### src/verilog/axi_spi_defs.svh
`ifndef AXI_SPI_DEFS_SVH
`define AXI_SPI_DEFS_SVH

// bus geometry
`define AXI_SPI_ADDR_W    7
`define AXI_SPI_DATA_W    32
`define AXI_SPI_ID_W      4

// spi core geometry
`define SPI_DATA_W        8
`define SPI_FIFO_DEPTH    16
`define SPI_RATIO_W       3   // divider exponent field

// register map, byte offsets
`define SPI_SRR           7'h40
`define SPI_CR            7'h60
`define SPI_SR            7'h64
`define SPI_DTR           7'h68
`define SPI_DRR           7'h6C
`define SPI_SSR           7'h70
`define SPI_TFOR          7'h74
`define SPI_RFOR          7'h78
`define SPI_RCLK          7'h7C

// control register bits
`define CR_ENABLE_BIT     1
`define CR_TX_RST_BIT     5   // self clearing
`define CR_RX_RST_BIT     6   // self clearing
`define CR_LSB_FIRST_BIT  9

// status register bits
`define SR_RX_EMPTY_BIT   0
`define SR_RX_FULL_BIT    1
`define SR_TX_EMPTY_BIT   2
`define SR_TX_FULL_BIT    3

`define SPI_SRR_KEY       32'h0000_000A
`define SPI_UNMAPPED_DATA 32'h6162_6364
`define SPI_SSR_INIT      32'h0000_0001

`endif

### src/verilog/axi_lite_pkg.sv
`include "axi_spi_defs.svh"

package axi_lite_pkg;

  typedef logic [`AXI_SPI_ADDR_W-1:0]   addr_t;  // byte address
  typedef logic [`AXI_SPI_DATA_W-1:0]   data_t;
  typedef logic [`AXI_SPI_DATA_W/8-1:0] strb_t;  // one bit per byte lane
  typedef logic [`AXI_SPI_ID_W-1:0]     id_t;
  typedef logic [1:0]                   resp_t;

  localparam resp_t RESP_OKAY = 2'b00;  // only response ever given

endpackage

### src/verilog/spi_pkg.sv
`include "axi_spi_defs.svh"

package spi_pkg;

  typedef logic [`SPI_DATA_W-1:0]              spi_data_t;
  typedef logic [`SPI_RATIO_W-1:0]             ratio_t;  // half period is 2**ratio clocks
  typedef logic [$clog2(`SPI_FIFO_DEPTH):0]    occ_t;    // holds 0 up to depth

  // shifter setup taken from CR and RCLK
  typedef struct packed {
    logic   enable;
    logic   lsb_first;
    ratio_t ratio;
  } spi_cfg_t;

  // fifo flags and fill level as seen by the register block
  typedef struct packed {
    logic empty;
    logic full;
    occ_t count;
  } fifo_status_t;

endpackage

### src/verilog/axi_spi_regs.sv
`include "axi_spi_defs.svh"

module axi_spi_regs (
  input  logic                  fixed_clk_i,
  input  logic                  axi_aresetn_i,
  input  axi_lite_pkg::id_t     axi_awid_i,
  input  axi_lite_pkg::addr_t   axi_awaddr_i,
  input  logic                  axi_awvalid_i,
  output logic                  axi_awready_o,
  input  axi_lite_pkg::data_t   axi_wdata_i,
  input  axi_lite_pkg::strb_t   axi_wstrb_i,
  input  logic                  axi_wvalid_i,
  output logic                  axi_wready_o,
  output axi_lite_pkg::id_t     axi_bid_o,
  output axi_lite_pkg::resp_t   axi_bresp_o,
  output logic                  axi_bvalid_o,
  input  logic                  axi_bready_i,
  input  axi_lite_pkg::id_t     axi_arid_i,
  input  axi_lite_pkg::addr_t   axi_araddr_i,
  input  logic                  axi_arvalid_i,
  output logic                  axi_arready_o,
  output axi_lite_pkg::id_t     axi_rid_o,
  output axi_lite_pkg::data_t   axi_rdata_o,
  output axi_lite_pkg::resp_t   axi_rresp_o,
  output logic                  axi_rvalid_o,
  input  logic                  axi_rready_i,
  input  spi_pkg::fifo_status_t tx_status_i,
  input  spi_pkg::fifo_status_t rx_status_i,
  input  spi_pkg::spi_data_t    rx_rdata_i,
  output spi_pkg::spi_cfg_t     cfg_o,
  output logic                  ss_n_o,
  output logic                  tx_push_o,
  output spi_pkg::spi_data_t    tx_wdata_o,
  output logic                  rx_pop_o,
  output logic                  tx_flush_o,
  output logic                  rx_flush_o
);

  typedef enum logic [1:0] {WR_INIT, WR_IDLE, WR_CONTROL, WR_RESP} wr_state_t;
  typedef enum logic {RD_IDLE, RD_RESP} rd_state_t;

  wr_state_t           wr_state;
  rd_state_t           rd_state;
  axi_lite_pkg::data_t cr_q;
  axi_lite_pkg::data_t ssr_q;
  spi_pkg::ratio_t     rclk_q;
  axi_lite_pkg::data_t wmask;       // strobes widened to bits
  axi_lite_pkg::data_t wdata_m;     // unstrobed lanes forced to zero
  axi_lite_pkg::data_t cr_next;
  axi_lite_pkg::data_t rd_mux;
  axi_lite_pkg::addr_t aw_word;
  axi_lite_pkg::addr_t ar_word;
  logic                srst_pend;   // key seen, reset after the response
  logic                wr_start;
  logic                wr_hold;
  logic                rd_hold;

  always_comb begin
    for (int i = 0; i < $bits(axi_lite_pkg::strb_t); i++) begin
      wmask[8*i +: 8] = {8{axi_wstrb_i[i]}};
    end
  end

  assign wdata_m  = axi_wdata_i & wmask;
  assign cr_next  = (cr_q & ~wmask) | wdata_m;
  assign aw_word  = {axi_awaddr_i[`AXI_SPI_ADDR_W-1:2], 2'b00};
  assign ar_word  = {axi_araddr_i[`AXI_SPI_ADDR_W-1:2], 2'b00};
  assign wr_start = axi_awvalid_i & axi_wvalid_i;
  assign wr_hold  = (aw_word == `SPI_DTR) && tx_status_i.full;   // wait for a free slot
  assign rd_hold  = (ar_word == `SPI_DRR) && rx_status_i.empty;  // wait for a word

  assign axi_bresp_o = axi_lite_pkg::RESP_OKAY;
  assign axi_rresp_o = axi_lite_pkg::RESP_OKAY;

  assign ss_n_o = ssr_q[0];
  assign cfg_o  = '{enable:    cr_q[`CR_ENABLE_BIT],
                    lsb_first: cr_q[`CR_LSB_FIRST_BIT],
                    ratio:     rclk_q};

  always_ff @(posedge fixed_clk_i or negedge axi_aresetn_i) begin
    if (!axi_aresetn_i) begin
      wr_state      <= WR_INIT;
      axi_awready_o <= 1'b0;
      axi_wready_o  <= 1'b0;
      axi_bvalid_o  <= 1'b0;
      axi_bid_o     <= '0;
      cr_q          <= '0;
      ssr_q         <= `SPI_SSR_INIT;
      rclk_q        <= '0;
      srst_pend     <= 1'b0;
      tx_push_o     <= 1'b0;
      tx_wdata_o    <= '0;
      tx_flush_o    <= 1'b0;
      rx_flush_o    <= 1'b0;
    end else begin
      tx_push_o  <= 1'b0;  // strobes last one cycle
      tx_flush_o <= 1'b0;
      rx_flush_o <= 1'b0;
      case (wr_state)
        WR_INIT: begin  // entered on hard and soft reset
          cr_q       <= '0;
          ssr_q      <= `SPI_SSR_INIT;
          rclk_q     <= '0;
          srst_pend  <= 1'b0;
          tx_flush_o <= 1'b1;
          rx_flush_o <= 1'b1;
          wr_state   <= WR_IDLE;
        end
        WR_IDLE: begin
          if (wr_start && !wr_hold) begin
            axi_bid_o <= axi_awid_i;
            case (aw_word)
              `SPI_CR: begin
                cr_q       <= cr_next;
                tx_flush_o <= cr_next[`CR_TX_RST_BIT];
                rx_flush_o <= cr_next[`CR_RX_RST_BIT];
              end
              `SPI_SSR:  ssr_q  <= (ssr_q & ~wmask) | wdata_m;
              `SPI_RCLK: rclk_q <= (rclk_q & ~wmask[`SPI_RATIO_W-1:0]) |
                                   wdata_m[`SPI_RATIO_W-1:0];
              `SPI_DTR: begin
                tx_push_o  <= 1'b1;
                tx_wdata_o <= wdata_m[`SPI_DATA_W-1:0];
              end
              `SPI_SRR: srst_pend <= (wdata_m == `SPI_SRR_KEY);
              default: ;  // read-only or unmapped, ignored
            endcase
            if (aw_word == `SPI_CR) begin
              wr_state <= WR_CONTROL;  // extra cycle to clear reset bits
            end else begin
              axi_awready_o <= 1'b1;
              axi_wready_o  <= 1'b1;
              axi_bvalid_o  <= 1'b1;
              wr_state      <= WR_RESP;
            end
          end
        end
        WR_CONTROL: begin
          cr_q[`CR_TX_RST_BIT] <= 1'b0;
          cr_q[`CR_RX_RST_BIT] <= 1'b0;
          axi_awready_o        <= 1'b1;
          axi_wready_o         <= 1'b1;
          axi_bvalid_o         <= 1'b1;
          wr_state             <= WR_RESP;
        end
        WR_RESP: begin
          axi_awready_o <= 1'b0;  // single cycle pulse
          axi_wready_o  <= 1'b0;
          if (axi_bvalid_o && axi_bready_i) begin
            axi_bvalid_o <= 1'b0;
            wr_state     <= srst_pend ? WR_INIT : WR_IDLE;
          end
        end
        default: wr_state <= WR_INIT;
      endcase
    end
  end

  // register view sampled when the read is accepted
  always_comb begin
    rd_mux = '0;
    case (ar_word)
      `SPI_CR:   rd_mux = cr_q;
      `SPI_SR: begin
        rd_mux[`SR_RX_EMPTY_BIT] = rx_status_i.empty;
        rd_mux[`SR_RX_FULL_BIT]  = rx_status_i.full;
        rd_mux[`SR_TX_EMPTY_BIT] = tx_status_i.empty;
        rd_mux[`SR_TX_FULL_BIT]  = tx_status_i.full;
      end
      `SPI_DRR:  rd_mux = axi_lite_pkg::data_t'(rx_rdata_i);
      `SPI_SSR:  rd_mux = ssr_q;
      `SPI_TFOR: rd_mux = axi_lite_pkg::data_t'(tx_status_i.count);
      `SPI_RFOR: rd_mux = axi_lite_pkg::data_t'(rx_status_i.count);
      `SPI_RCLK: rd_mux = axi_lite_pkg::data_t'(rclk_q);
      default:   rd_mux = `SPI_UNMAPPED_DATA;
    endcase
  end

  always_ff @(posedge fixed_clk_i or negedge axi_aresetn_i) begin
    if (!axi_aresetn_i) begin
      rd_state      <= RD_IDLE;
      axi_arready_o <= 1'b0;
      axi_rvalid_o  <= 1'b0;
      axi_rid_o     <= '0;
      axi_rdata_o   <= '0;
      rx_pop_o      <= 1'b0;
    end else begin
      rx_pop_o <= 1'b0;
      case (rd_state)
        RD_IDLE: begin
          if (axi_arvalid_i && !rd_hold) begin
            axi_arready_o <= 1'b1;
            axi_rvalid_o  <= 1'b1;
            axi_rid_o     <= axi_arid_i;
            axi_rdata_o   <= rd_mux;
            rx_pop_o      <= (ar_word == `SPI_DRR);  // head already captured
            rd_state      <= RD_RESP;
          end
        end
        RD_RESP: begin
          axi_arready_o <= 1'b0;
          if (axi_rvalid_o && axi_rready_i) begin
            axi_rvalid_o <= 1'b0;
            rd_state     <= RD_IDLE;
          end
        end
        default: rd_state <= RD_IDLE;
      endcase
    end
  end

endmodule

### src/verilog/axi_spi_top.sv
`include "axi_spi_defs.svh"

module axi_spi_top (
  input  logic                fixed_clk_i,
  input  logic                axi_aresetn_i,
  input  axi_lite_pkg::id_t   axi_awid_i,
  input  axi_lite_pkg::addr_t axi_awaddr_i,
  input  logic                axi_awvalid_i,
  output logic                axi_awready_o,
  input  axi_lite_pkg::data_t axi_wdata_i,
  input  axi_lite_pkg::strb_t axi_wstrb_i,
  input  logic                axi_wvalid_i,
  output logic                axi_wready_o,
  output axi_lite_pkg::id_t   axi_bid_o,
  output axi_lite_pkg::resp_t axi_bresp_o,
  output logic                axi_bvalid_o,
  input  logic                axi_bready_i,
  input  axi_lite_pkg::id_t   axi_arid_i,
  input  axi_lite_pkg::addr_t axi_araddr_i,
  input  logic                axi_arvalid_i,
  output logic                axi_arready_o,
  output axi_lite_pkg::id_t   axi_rid_o,
  output axi_lite_pkg::data_t axi_rdata_o,
  output axi_lite_pkg::resp_t axi_rresp_o,
  output logic                axi_rvalid_o,
  input  logic                axi_rready_i,
  output logic                spi_clk_o,
  output logic                spi_cs_n_o,
  output logic                spi_mosi_o,
  input  logic                spi_miso_i
);

  spi_pkg::spi_cfg_t     cfg;
  spi_pkg::fifo_status_t tx_status;
  spi_pkg::fifo_status_t rx_status;
  spi_pkg::spi_data_t    tx_wdata;   // bus side into tx fifo
  spi_pkg::spi_data_t    tx_rdata;   // tx head into shifter
  spi_pkg::spi_data_t    rx_wdata;   // shifter into rx fifo
  spi_pkg::spi_data_t    rx_rdata;   // rx head to DRR
  logic                  ss_n;
  logic                  tx_push;
  logic                  tx_pop;
  logic                  tx_flush;
  logic                  rx_push;
  logic                  rx_pop;
  logic                  rx_flush;

  axi_spi_regs u_regs (
    .fixed_clk_i   (fixed_clk_i),
    .axi_aresetn_i (axi_aresetn_i),
    .axi_awid_i    (axi_awid_i),
    .axi_awaddr_i  (axi_awaddr_i),
    .axi_awvalid_i (axi_awvalid_i),
    .axi_awready_o (axi_awready_o),
    .axi_wdata_i   (axi_wdata_i),
    .axi_wstrb_i   (axi_wstrb_i),
    .axi_wvalid_i  (axi_wvalid_i),
    .axi_wready_o  (axi_wready_o),
    .axi_bid_o     (axi_bid_o),
    .axi_bresp_o   (axi_bresp_o),
    .axi_bvalid_o  (axi_bvalid_o),
    .axi_bready_i  (axi_bready_i),
    .axi_arid_i    (axi_arid_i),
    .axi_araddr_i  (axi_araddr_i),
    .axi_arvalid_i (axi_arvalid_i),
    .axi_arready_o (axi_arready_o),
    .axi_rid_o     (axi_rid_o),
    .axi_rdata_o   (axi_rdata_o),
    .axi_rresp_o   (axi_rresp_o),
    .axi_rvalid_o  (axi_rvalid_o),
    .axi_rready_i  (axi_rready_i),
    .tx_status_i   (tx_status),
    .rx_status_i   (rx_status),
    .rx_rdata_i    (rx_rdata),
    .cfg_o         (cfg),
    .ss_n_o        (ss_n),
    .tx_push_o     (tx_push),
    .tx_wdata_o    (tx_wdata),
    .rx_pop_o      (rx_pop),
    .tx_flush_o    (tx_flush),
    .rx_flush_o    (rx_flush)
  );

  spi_fifo #(
    .DEPTH (`SPI_FIFO_DEPTH)
  ) u_tx_fifo (
    .fixed_clk_i   (fixed_clk_i),
    .axi_aresetn_i (axi_aresetn_i),
    .flush_i       (tx_flush),
    .push_i        (tx_push),
    .wdata_i       (tx_wdata),
    .pop_i         (tx_pop),
    .rdata_o       (tx_rdata),
    .status_o      (tx_status)
  );

  spi_fifo #(
    .DEPTH (`SPI_FIFO_DEPTH)
  ) u_rx_fifo (
    .fixed_clk_i   (fixed_clk_i),
    .axi_aresetn_i (axi_aresetn_i),
    .flush_i       (rx_flush),
    .push_i        (rx_push),
    .wdata_i       (rx_wdata),
    .pop_i         (rx_pop),
    .rdata_o       (rx_rdata),
    .status_o      (rx_status)
  );

  spi_shifter u_shifter (
    .fixed_clk_i   (fixed_clk_i),
    .axi_aresetn_i (axi_aresetn_i),
    .cfg_i         (cfg),
    .ss_n_i        (ss_n),
    .tx_status_i   (tx_status),
    .tx_data_i     (tx_rdata),
    .tx_pop_o      (tx_pop),
    .rx_push_o     (rx_push),
    .rx_data_o     (rx_wdata),
    .spi_clk_o     (spi_clk_o),
    .spi_cs_n_o    (spi_cs_n_o),
    .spi_mosi_o    (spi_mosi_o),
    .spi_miso_i    (spi_miso_i)
  );

endmodule

### src/verilog/spi_fifo.sv
`include "axi_spi_defs.svh"

module spi_fifo #(
  parameter int DEPTH = `SPI_FIFO_DEPTH
) (
  input  logic                  fixed_clk_i,
  input  logic                  axi_aresetn_i,
  input  logic                  flush_i,
  input  logic                  push_i,
  input  spi_pkg::spi_data_t    wdata_i,
  input  logic                  pop_i,
  output spi_pkg::spi_data_t    rdata_o,
  output spi_pkg::fifo_status_t status_o
);

  localparam int PTR_W = $clog2(DEPTH);
  localparam logic [PTR_W-1:0] LAST_PTR = PTR_W'(DEPTH - 1);
  localparam spi_pkg::occ_t FULL_CNT = spi_pkg::occ_t'(DEPTH);

  spi_pkg::spi_data_t mem [DEPTH];
  logic [PTR_W-1:0]   wr_ptr;
  logic [PTR_W-1:0]   rd_ptr;
  spi_pkg::occ_t      count;
  logic               do_push;
  logic               do_pop;

  assign do_push = push_i && (count != FULL_CNT);  // dropped when full
  assign do_pop  = pop_i && (count != '0);

  always_ff @(posedge fixed_clk_i) begin
    if (do_push) begin
      mem[wr_ptr] <= wdata_i;
    end
  end

  always_ff @(posedge fixed_clk_i or negedge axi_aresetn_i) begin
    if (!axi_aresetn_i) begin
      wr_ptr <= '0;
      rd_ptr <= '0;
      count  <= '0;
    end else if (flush_i) begin
      wr_ptr <= '0;
      rd_ptr <= '0;
      count  <= '0;
    end else begin
      if (do_push) begin
        wr_ptr <= (wr_ptr == LAST_PTR) ? '0 : wr_ptr + 1'b1;
      end
      if (do_pop) begin
        rd_ptr <= (rd_ptr == LAST_PTR) ? '0 : rd_ptr + 1'b1;
      end
      case ({do_push, do_pop})
        2'b10:   count <= count + 1'b1;
        2'b01:   count <= count - 1'b1;
        default: count <= count;  // both or neither
      endcase
    end
  end

  assign rdata_o         = mem[rd_ptr];  // head, valid when not empty
  assign status_o.empty  = (count == '0);
  assign status_o.full   = (count == FULL_CNT);
  assign status_o.count  = count;

endmodule

### src/verilog/spi_shifter.sv
`include "axi_spi_defs.svh"

module spi_shifter (
  input  logic                  fixed_clk_i,
  input  logic                  axi_aresetn_i,
  input  spi_pkg::spi_cfg_t     cfg_i,
  input  logic                  ss_n_i,
  input  spi_pkg::fifo_status_t tx_status_i,
  input  spi_pkg::spi_data_t    tx_data_i,
  output logic                  tx_pop_o,
  output logic                  rx_push_o,
  output spi_pkg::spi_data_t    rx_data_o,
  output logic                  spi_clk_o,
  output logic                  spi_cs_n_o,
  output logic                  spi_mosi_o,
  input  logic                  spi_miso_i
);

  localparam int DIV_W = 2 ** `SPI_RATIO_W;           // fits the longest half period
  localparam int BIT_W = $clog2(`SPI_DATA_W);
  localparam logic [BIT_W-1:0] LAST_BIT = BIT_W'(`SPI_DATA_W - 1);

  typedef enum logic {SH_IDLE, SH_SHIFT} sh_state_t;

  sh_state_t          state;
  logic [DIV_W-1:0]   div_cnt;
  logic [DIV_W-1:0]   half_max;
  logic [BIT_W-1:0]   bit_cnt;
  spi_pkg::spi_data_t tx_sh;     // msb always goes out next
  spi_pkg::spi_data_t rx_sh;
  spi_pkg::spi_data_t tx_word;
  logic               half_tick;
  logic               byte_end;  // falling edge after the last bit
  logic               load;

  function automatic spi_pkg::spi_data_t bit_rev(input spi_pkg::spi_data_t d);
    spi_pkg::spi_data_t r;
    for (int i = 0; i < `SPI_DATA_W; i++) begin
      r[i] = d[`SPI_DATA_W-1-i];
    end
    return r;
  endfunction

  assign half_max  = (DIV_W'(1) << cfg_i.ratio) - 1'b1;
  assign half_tick = (div_cnt >= half_max);
  assign byte_end  = (state == SH_SHIFT) && half_tick && spi_clk_o && (bit_cnt == LAST_BIT);
  assign load      = cfg_i.enable && !tx_status_i.empty && ((state == SH_IDLE) || byte_end);
  assign tx_word   = cfg_i.lsb_first ? bit_rev(tx_data_i) : tx_data_i;

  assign tx_pop_o   = load;
  assign spi_mosi_o = tx_sh[`SPI_DATA_W-1];
  assign spi_cs_n_o = ~(cfg_i.enable & ~ss_n_i);

  always_ff @(posedge fixed_clk_i or negedge axi_aresetn_i) begin
    if (!axi_aresetn_i) begin
      state     <= SH_IDLE;
      spi_clk_o <= 1'b0;
      div_cnt   <= '0;
      bit_cnt   <= '0;
      tx_sh     <= '0;
      rx_sh     <= '0;
      rx_push_o <= 1'b0;
      rx_data_o <= '0;
    end else begin
      rx_push_o <= 1'b0;
      case (state)
        SH_IDLE: begin
          div_cnt <= '0;
          if (load) begin
            tx_sh   <= tx_word;  // first bit valid before the first rise
            bit_cnt <= '0;
            state   <= SH_SHIFT;
          end
        end
        SH_SHIFT: begin
          if (half_tick) begin
            div_cnt   <= '0;
            spi_clk_o <= ~spi_clk_o;
            if (!spi_clk_o) begin
              rx_sh <= {rx_sh[`SPI_DATA_W-2:0], spi_miso_i};  // rising edge samples
            end else if (byte_end) begin
              rx_push_o <= 1'b1;
              rx_data_o <= cfg_i.lsb_first ? bit_rev(rx_sh) : rx_sh;
              bit_cnt   <= '0;
              if (load) begin
                tx_sh <= tx_word;  // back to back
              end else begin
                tx_sh <= '0;
                state <= SH_IDLE;
              end
            end else begin
              tx_sh   <= tx_sh << 1;  // falling edge shifts
              bit_cnt <= bit_cnt + 1'b1;
            end
          end else begin
            div_cnt <= div_cnt + 1'b1;
          end
        end
        default: state <= SH_IDLE;
      endcase
    end
  end

endmodule
### config.mk
export PLATFORM = sky130hd
export DESIGN_NAME = axi_spi_top
export DESIGN_NICKNAME = d
export VERILOG_FILES = /design/src/verilog/axi_lite_pkg.sv /design/src/verilog/spi_pkg.sv /design/src/verilog/axi_spi_regs.sv /design/src/verilog/axi_spi_top.sv /design/src/verilog/spi_fifo.sv /design/src/verilog/spi_shifter.sv
export VERILOG_INCLUDE_DIRS = /design/src /design/src/verilog
export SDC_FILE = /design/constraint.sdc
export NUM_CORES = 1
export LEC_CHECK = 0
export BUFFER_PORTS_ARGS = -buffer_cell sky130_fd_sc_hd__buf_2
export CAP_MARGIN = 40
export CORE_ASPECT_RATIO = 1.4
export CORE_MARGIN = 2
export CORE_UTILIZATION = 40
export DETAILED_ROUTE_END_ITERATION = 16
export PLACE_DENSITY = 0.53
export SYNTH_ARGS = -nofsm -noshare
export SYNTH_HDL_FRONTEND = slang
export SYNTH_SLANG_ARGS = --single-unit
### constraint.sdc
create_clock -name fixed_clk_i -period 5.8 [get_ports fixed_clk_i]
set_input_delay 1.16 -clock fixed_clk_i [delete_from_list [all_inputs] [get_ports fixed_clk_i]]
set_output_delay 1.16 -clock fixed_clk_i [all_outputs]
set_load 0.02 [all_outputs]
Word-level counts from Yosys, hierarchy flattened
Memories as Yosys holds them, arrays and structs flattened.
Index checks and enable logic that the tools add are counted.
{"block": "totals", "ff_bits": 191, "ramBits": 256, "inputBits": 66, "out_inout_bits": 52, "wordCells": 244, "n_memories": 2}
{"name": "u_rx_fifo.mem", "depth": 16, "word_bits": 8, "rd": 1, "rd_clocked_by_memory_dff": 0, "write_ports": 1, "line": "spi_fifo.sv:20", "source": "spi_pkg::spi_data_t mem [DEPTH];"}
{"name": "u_tx_fifo.mem", "depth": 16, "word_bits": 8, "rd": 1, "rd_clocked_by_memory_dff": 0, "write_ports": 1, "line": "spi_fifo.sv:20"}
{"block": "op_classes", "addsub": 11, "magnitude_cmp": 1, "eq_ne": 41, "n_shift": 1, "n_mux": 88, "bitwise": 16, "n_reduce_logical": 51}
{"op": "$pmux W28 S6", "n": 1}
{"op": "$mux W32", "n": 4}
{"op": "$and A32 B32 Y32", "n": 3}
{"op": "$eq A5 B5 Y1 const B", "n": 14}
{"op": "$mux W8", "n": 8}
{"op": "$or A32 B32 Y32", "n": 2}
{"op": "$pmux W32 S2", "n": 1}
{"op": "$pmux W25 S2", "n": 1}
{"op": "$mux W4", "n": 12}
{"op": "$eq A32 B4 Y1 const B", "n": 1}
{"op": "$mux W1", "n": 32}
{"op": "$not A32 Y32", "n": 1}
{"op": "$pmux W8 S2", "n": 2}
{"op": "$pmux W5 S2", "n": 3}
{"op": "$pmux W4 S7", "n": 1}
{"op": "$reduce_and A3 Y1", "n": 9}
{"op": "$mux W3", "n": 6}
{"op": "$add A4 B1 Y4 const B", "n": 4}
{"op": "$eq A4 B4 Y1 const B", "n": 4}
{"op": "$logic_and A1 B1 Y1", "n": 15}
{"op": "$ne A2 B2 Y1 const B", "n": 7}
{"op": "$pmux W1 S2", "n": 7}
{"op": "$pmux W3 S2", "n": 2}
{"op": "$reduce_bool A2 Y1", "n": 6}
{"op": "other kinds (31)", "n": 63}

Logic depth before layout (Yosys ltp)
{"block": "logic_depth", "word_depth": 13, "ltp_mapped": 21, "depth_no_buf": 18}

Modules after synthesis
Synthesis repeated with hierarchy kept, for this count alone.
{"block": "unflattened", "cells_unflattened": 1482, "area_unflattened_um2": 20014.2}
{"mod": "spi_fifo (u_tx_fifo)", "instances": 1, "cells_each": 365, "area_per_inst_um2": 5982.0, "seq_area_each_um2": 4169.0}
{"mod": "spi_fifo (u_rx_fifo)", "instances": 1, "cells_each": 367, "area_per_inst_um2": 5914.4, "seq_area_each_um2": 4169.0}
{"mod": "axi_spi_regs", "instances": 1, "cells_each": 551, "area_per_inst_um2": 5911.9, "seq_area_each_um2": 3179.3}
{"mod": "spi_shifter", "instances": 1, "cells_each": 199, "area_per_inst_um2": 2205.9, "seq_area_each_um2": 950.9}

Worst setup path before layout
OpenSTA, ideal clock, no wires.
{"block": "synth_path", "path_kind": "register to register", "from": "register u_regs.rclk_q[0]", "to": "register u_tx_fifo.count[4]", "setup_ps": 128, "t_arrival_ps": 4328, "required_ps": 5672, "slack_ps": 1345, "stages_incl_launch_ff": 20, "path_buffers": 3, "synth_period_minus_slack_ps": 4455, "cell_sequence": "dfrtp_1 > clkbuf_1 > or3_1 > ha_1 > buf_1 > xor2_1 > nor2_1 > a21oi_1 > ha_1 > o21a_1 > a21o_1 > or4b_4 > and3_4 > buf_6 > ha_1 > o21ai_0 > nor4_1 > o21ai_0 > a32oi_1 > mux2_1"}
{"block": "synth_via", "elab_chain_len": 12, "elab_cells_between_ends": 14, "cone_classes": "add/sub (1); order compare (1); eq/ne (2); shift (1); mux (2); reduce/logical (7)"}
{"element": "from (decl)", "line": "axi_spi_regs.sv:46", "source": "spi_pkg::ratio_t rclk_q;"}
{"element": "from (signal assigned)", "line": "axi_spi_regs.sv:119", "source": "`SPI_RCLK: rclk_q <= (rclk_q & ~wmask[`SPI_RATIO_W-1:0]) |"}
{"element": "$shl A1 B3 Y8 (*)", "line": "spi_shifter.sv:44", "source": "assign half_max = (DIV_W'(1) << cfg_i.ratio) - 1'b1;"}
{"element": "$sub A8 B1 Y8 (*)", "line": "spi_shifter.sv:44"}
{"element": "$ge A8 B8 Y1 (*)", "line": "spi_shifter.sv:45", "source": "assign half_tick = (div_cnt >= half_max);"}
{"element": "$logic_and A1 B1 Y1 (*) (3 in a row)", "line": "spi_shifter.sv:46", "source": "assign byte_end = (state == SH_SHIFT) && half_tick && spi_clk_o && (bit_cnt == LAST_BIT);"}
{"element": "$logic_or A1 B1 Y1 (*)", "line": "spi_shifter.sv:47", "source": "assign load = cfg_i.enable && !tx_status_i.empty && ((state == SH_IDLE) || byte_end);"}
{"element": "$logic_and A1 B1 Y1 (*)", "line": "spi_shifter.sv:47"}
{"element": "$logic_and A1 B1 Y1 (*)", "line": "spi_fifo.sv:28", "source": "assign do_pop = pop_i && (count != '0);"}
{"element": "$eq A2 B1 Y1 / $eq A2 B2 Y1 (equally long branches)", "line": "spi_fifo.sv:52", "source": "case ({do_push, do_pop})"}
{"element": "$pmux W5 S2", "line": "spi_fifo.sv:52"}
{"element": "$mux W5", "line": "spi_fifo.sv:41", "source": "end else if (flush_i) begin"}
{"element": "to (signal assigned)", "line": "spi_fifo.sv:53", "source": "2'b10: count <= count + 1'b1;"}
{"element": "to (signal assigned)", "line": "spi_fifo.sv:54", "source": "2'b01: count <= count - 1'b1;"}
{"element": "to (signal assigned)", "line": "spi_fifo.sv:55", "source": "default: count <= count;"}
{"element": "to (decl)", "line": "spi_fifo.sv:23", "source": "spi_pkg::occ_t count;"}
Mark *: on every way between the ends. The rest lies on a longest branch, timed or not.
A chain may end at the register's enable or synchronous reset.

Final worst setup path
Same ends and word-level chain as after synthesis.

==> impl_metrics.py <==
metrics = {
    "outcome": {
        "outcome": "finished clean",
    },
    "clock_network": {
        "htree_num_levels": 2,
        "cts_setup_buffers": 0,
        "ctsHoldBuffers": 0,
        "clock_path_buffers": 3,
        "clock_latency_ns": 0.56,
        "cts_tree": "yes",
        "cts-root-buf": "clkbuf_16",
        "cts_buffers": 43,
        "ctsResizeCount": 0,
        "clock_sinks": 447,
        "path_clk_slew_ns": 0.06,
    },
    "worst_setup_path": {
        "r2r-end": "u_tx_fifo.count[4]",
        "reg2regPathDepth": 16,
        "worst-r2r-setup-slack_ns": 1.16,
        "critPathRequiredTime_ns": 6.22,
        "crit_start": "u_regs.rclk_q[0]",
        "critPathMostFrequentCell": "ha_1",
        "crit_family": "simple AND/OR/NAND/NOR gates",
        "crit_chain": "or3_1 -> ha_1 -> xor2_1 -> nor2_1 -> a21oi_1 -> ha_1 -> o21a_1 -> a21o_1 -> or4b_4 -> and3_4 -> ha_1 -> o21ai_0 -> nor4_1 -> o21ai_0 -> a32oi_1 -> mux2_1",
        "max_stage_delay_ns": 0.60,
        "crit_buf_inv": 0,
        "critPathSlowestCell": "or4b_4",
        "start_kind": "register",
        "r2r-start": "u_regs.rclk_q[0]",
        "crit_path_end_kind": "register",
        "crit_arrival_ns": 5.06,
        "worstPathMaxFanout": 10,
        "criticalPathCategory": "register to register",
    },
    "route": {
        "vias": 11911,
        "drt_iter0_drc": 839,
        "route.detailed.drc": 0,
        "post_drt_wl_per_cell_um": 21.49,
        "ant_nets": 0,
        "wl_um": 46290,
        "routed_via_density": 5.530,
        "drtPass1Iterations": 5,
    },
    "sta": {
        "whs_ns": 0.4672,
        "report.final.slew_viol_count": 0,
        "fin_worst_skew_ns": 0.02631,
        "rsz0062_at_grt": "no",
        "clock.fmax_mhz": 215.6,
        "worst_pin_slew_ns": 0.8783,
        "slew_headroom_pct": 41.23,
        "layout_min_cycle_time_ns": 4.638,
        "finalSetupViolCount": 0,
        "tns_ns": 0,
        "hold_violations": 0,
        "fin_crit_sh_pct": 79.96,
    },
    "layout": {
        "layout_common_cells": "edfxtp_1, dfrtp_1, nand2_1, buf_2, nor2_1",
        "multi_input_area_um2": 6350,
        "seqCellArea_um2": 12470,
        "fin_nets": 1590,
        "drive_above_1_share_pct": 19.82,
        "nFillCells": 4295,
        "layout_commonest_cell": "edfxtp_1",
        "synthToLayoutAreaGrowth_pct": 13.95,
        "antenna_cells": 0,
    },
    "synth": {
        "synth_flop_cell": "edfxtp_1",
        "syn_area_per_cell_um2": 13.85,
        "yosysUniqueCellTypes": 76,
        "yosysSeqAreaShare_pct": 64.77,
        "synth-edff-count": 256,
        "ys_seq_elements": 447,
        "syn_inst": 1390,
        "ys_async_sr_fraction_pct": 42.73,
        "yosys_warnings": 0,
        "synthesis.area_um2": 19250,
    },
    "floorplanning": {
        "die_area_um2": 49920,
        "coreArea_um2": 47780,
        "die_w_um": 189.4,
        "io_pins": 118,
        "row_count": 95,
        "die_h_um": 263.6,
        "initial_utilization_pct": 40.29,
    },
    "worst_hold_path": {
        "hold_start": "u_regs.axi_rid_o[1]",
        "holdCritPathClass": "register to register",
        "min_to": "u_regs.axi_rid_o[1]",
        "hold_path_depth": 2,
    },
    "power_and_ir_drop": {
        "peakVddDrop_mv": 0.2729,
        "finalPower_w": 0.007682,
        "p_leak_nw": 8.344,
        "p_per_area_nw_per_um2": 350.2,
    },
    "global_routing": {
        "grt_pass1_wl_um": 72460,
        "grt_max_degree": 108,
        "overflow": 0,
        "antenna_found_initial": 0,
        "grt_pass1_vias": 12182,
        "grtUsageTotal_pct": 18.75,
    },
    "placed_design": {
        "dp_hpwl_um": 31520,
        "gp_congestion": 0.8377,
        "port_buffers": 109,
    },
    "run": {
        "max_cap_viol_count": 0,
    },
}
stage by stage:
| stage | utilization [%] | setup slack (ns) | instances | instance area, um^2 |
|---|---|---|---|---|
| finish | 45.91 | 1.162 | 2154 | 21940 |
| global route | 45.91 | 0.9209 | 2154 | 21940 |
| CTS | 45.91 | 1.148 | 2154 | 21940 |
| detailed placement | 43.05 | 1.157 | 2077 | 20570 |
| global placement | 42.77 | 1.210 | 2066 | 20440 |
| floorplan | - | 1.345 | 1393 | 19260 |
where the power goes:
| part | leakage [nW] | switching, W | internal [W] |
|---|---|---|---|
| clock | 0.663 | 0.00122 | 0.00155 |
| sequential | 4.82 | 0.000282 | 0.00364 |
| combinational | 2.87 | 0.000638 | 0.000351 |
flip-flops by register name, indices dropped and copies added (netlist names), 5 cells and up:
register             cells
u_regs.tx_wdata_o        8
u_rx_fifo.mem          128
u_shifter.tx_sh          8
u_shifter.rx_data_o      8
u_regs.cr_q             32
u_rx_fifo.count          5
u_regs.ssr_q            32
u_tx_fifo.mem          128
u_shifter.div_cnt        8
u_regs.axi_rdata_o      32
u_shifter.rx_sh          8
u_tx_fifo.count          5
layout make-up:
cell class	count	area share, %
timing repair buffer	138	3.804
clock buffer	52	5.247
tap	630	3.593
multi-input combinational	829	28.95
inverter	33	0.5647
sequential	447	56.85
clock inverter	25	0.9924
worst max path at each step:
stage | slack, ns | cells past startpoint | to
global placement | 1.21 | 16 | u_tx_fifo.count[4]
finish | 1.16 | 16 | u_tx_fifo.count[4]
global route | 0.92 | 16 | u_tx_fifo.count[4]
CTS | 1.15 | 16 | u_tx_fifo.count[4]
floorplan | 1.34 | 19 | u_tx_fifo.count[4]
detailed placement | 1.16 | 16 | u_tx_fifo.count[4]
synth_stat cells, types with 5 or more instances:
cell type / count / area share, %
edfxtp_1: 256 / 40
dfrtp_1: 190 / 25
nand2_1: 175 / 3.4
nor2_1: 80 / 1.6
mux4_2: 74 / 8.7
o21ai_0: 70 / 1.8
clkbuf_1: 61 / 1.2
nand3_1: 53 / 1.4
a22o_1: 33 / 1.5
inv_1: 33 / 0.64
mux2i_1: 33 / 1.7
ha_1: 31 / 2.0
a21oi_1: 26 / 0.68
a22oi_1: 21 / 0.82
nand4_1: 16 / 0.52
mux2_2: 13 / 0.76
nor3_1: 13 / 0.34
a221oi_1: 12 / 0.55
and2_1: 11 / 0.36
and3_1: 11 / 0.36
o221ai_1: 11 / 0.50
xor2_1: 11 / 0.50
a21o_1: 9 / 0.35
buf_1: 9 / 0.18
xnor2_1: 9 / 0.41
buf_2: 8 / 0.21
nand2b_1: 8 / 0.26
nor2b_1: 8 / 0.26
nor4_1: 8 / 0.26
a31oi_1: 6 / 0.20
o21ai_1: 6 / 0.16
buf_4: 5 / 0.20
logic make-up after synthesis:
| logic type | synth area share, % |
|---|---|
| flops | 64.77 |
| simple gates | 10.06 |
| compound gates | 8.384 |
| mux | 11.25 |
| buf+inv | 2.470 |
| fa+ha+maj | 2.119 |
| xor+xnor | 0.9099 |
| other cells | 0.03901 |
worst reg2reg max path: cells and delay by family, from the launching register on:
family | cells | cell delay, ns
simple gates | 5 | 1.56
compound gates | 6 | 1.01
fa+ha+maj | 3 | 0.98
flops | 1 | 0.47
mux | 1 | 0.34
xor+xnor | 1 | 0.17
routing by layer:
layer	vias up	GRT usage, %	wire (um)
met4	0	8.087	2033
met2	302	32.37	23450
li1	5449	-	-
met3	92	2.160	1630
met1	6068	23.83	19180
met5	-	0	0
Note: power is estimated with default switching activity, not from simulation.
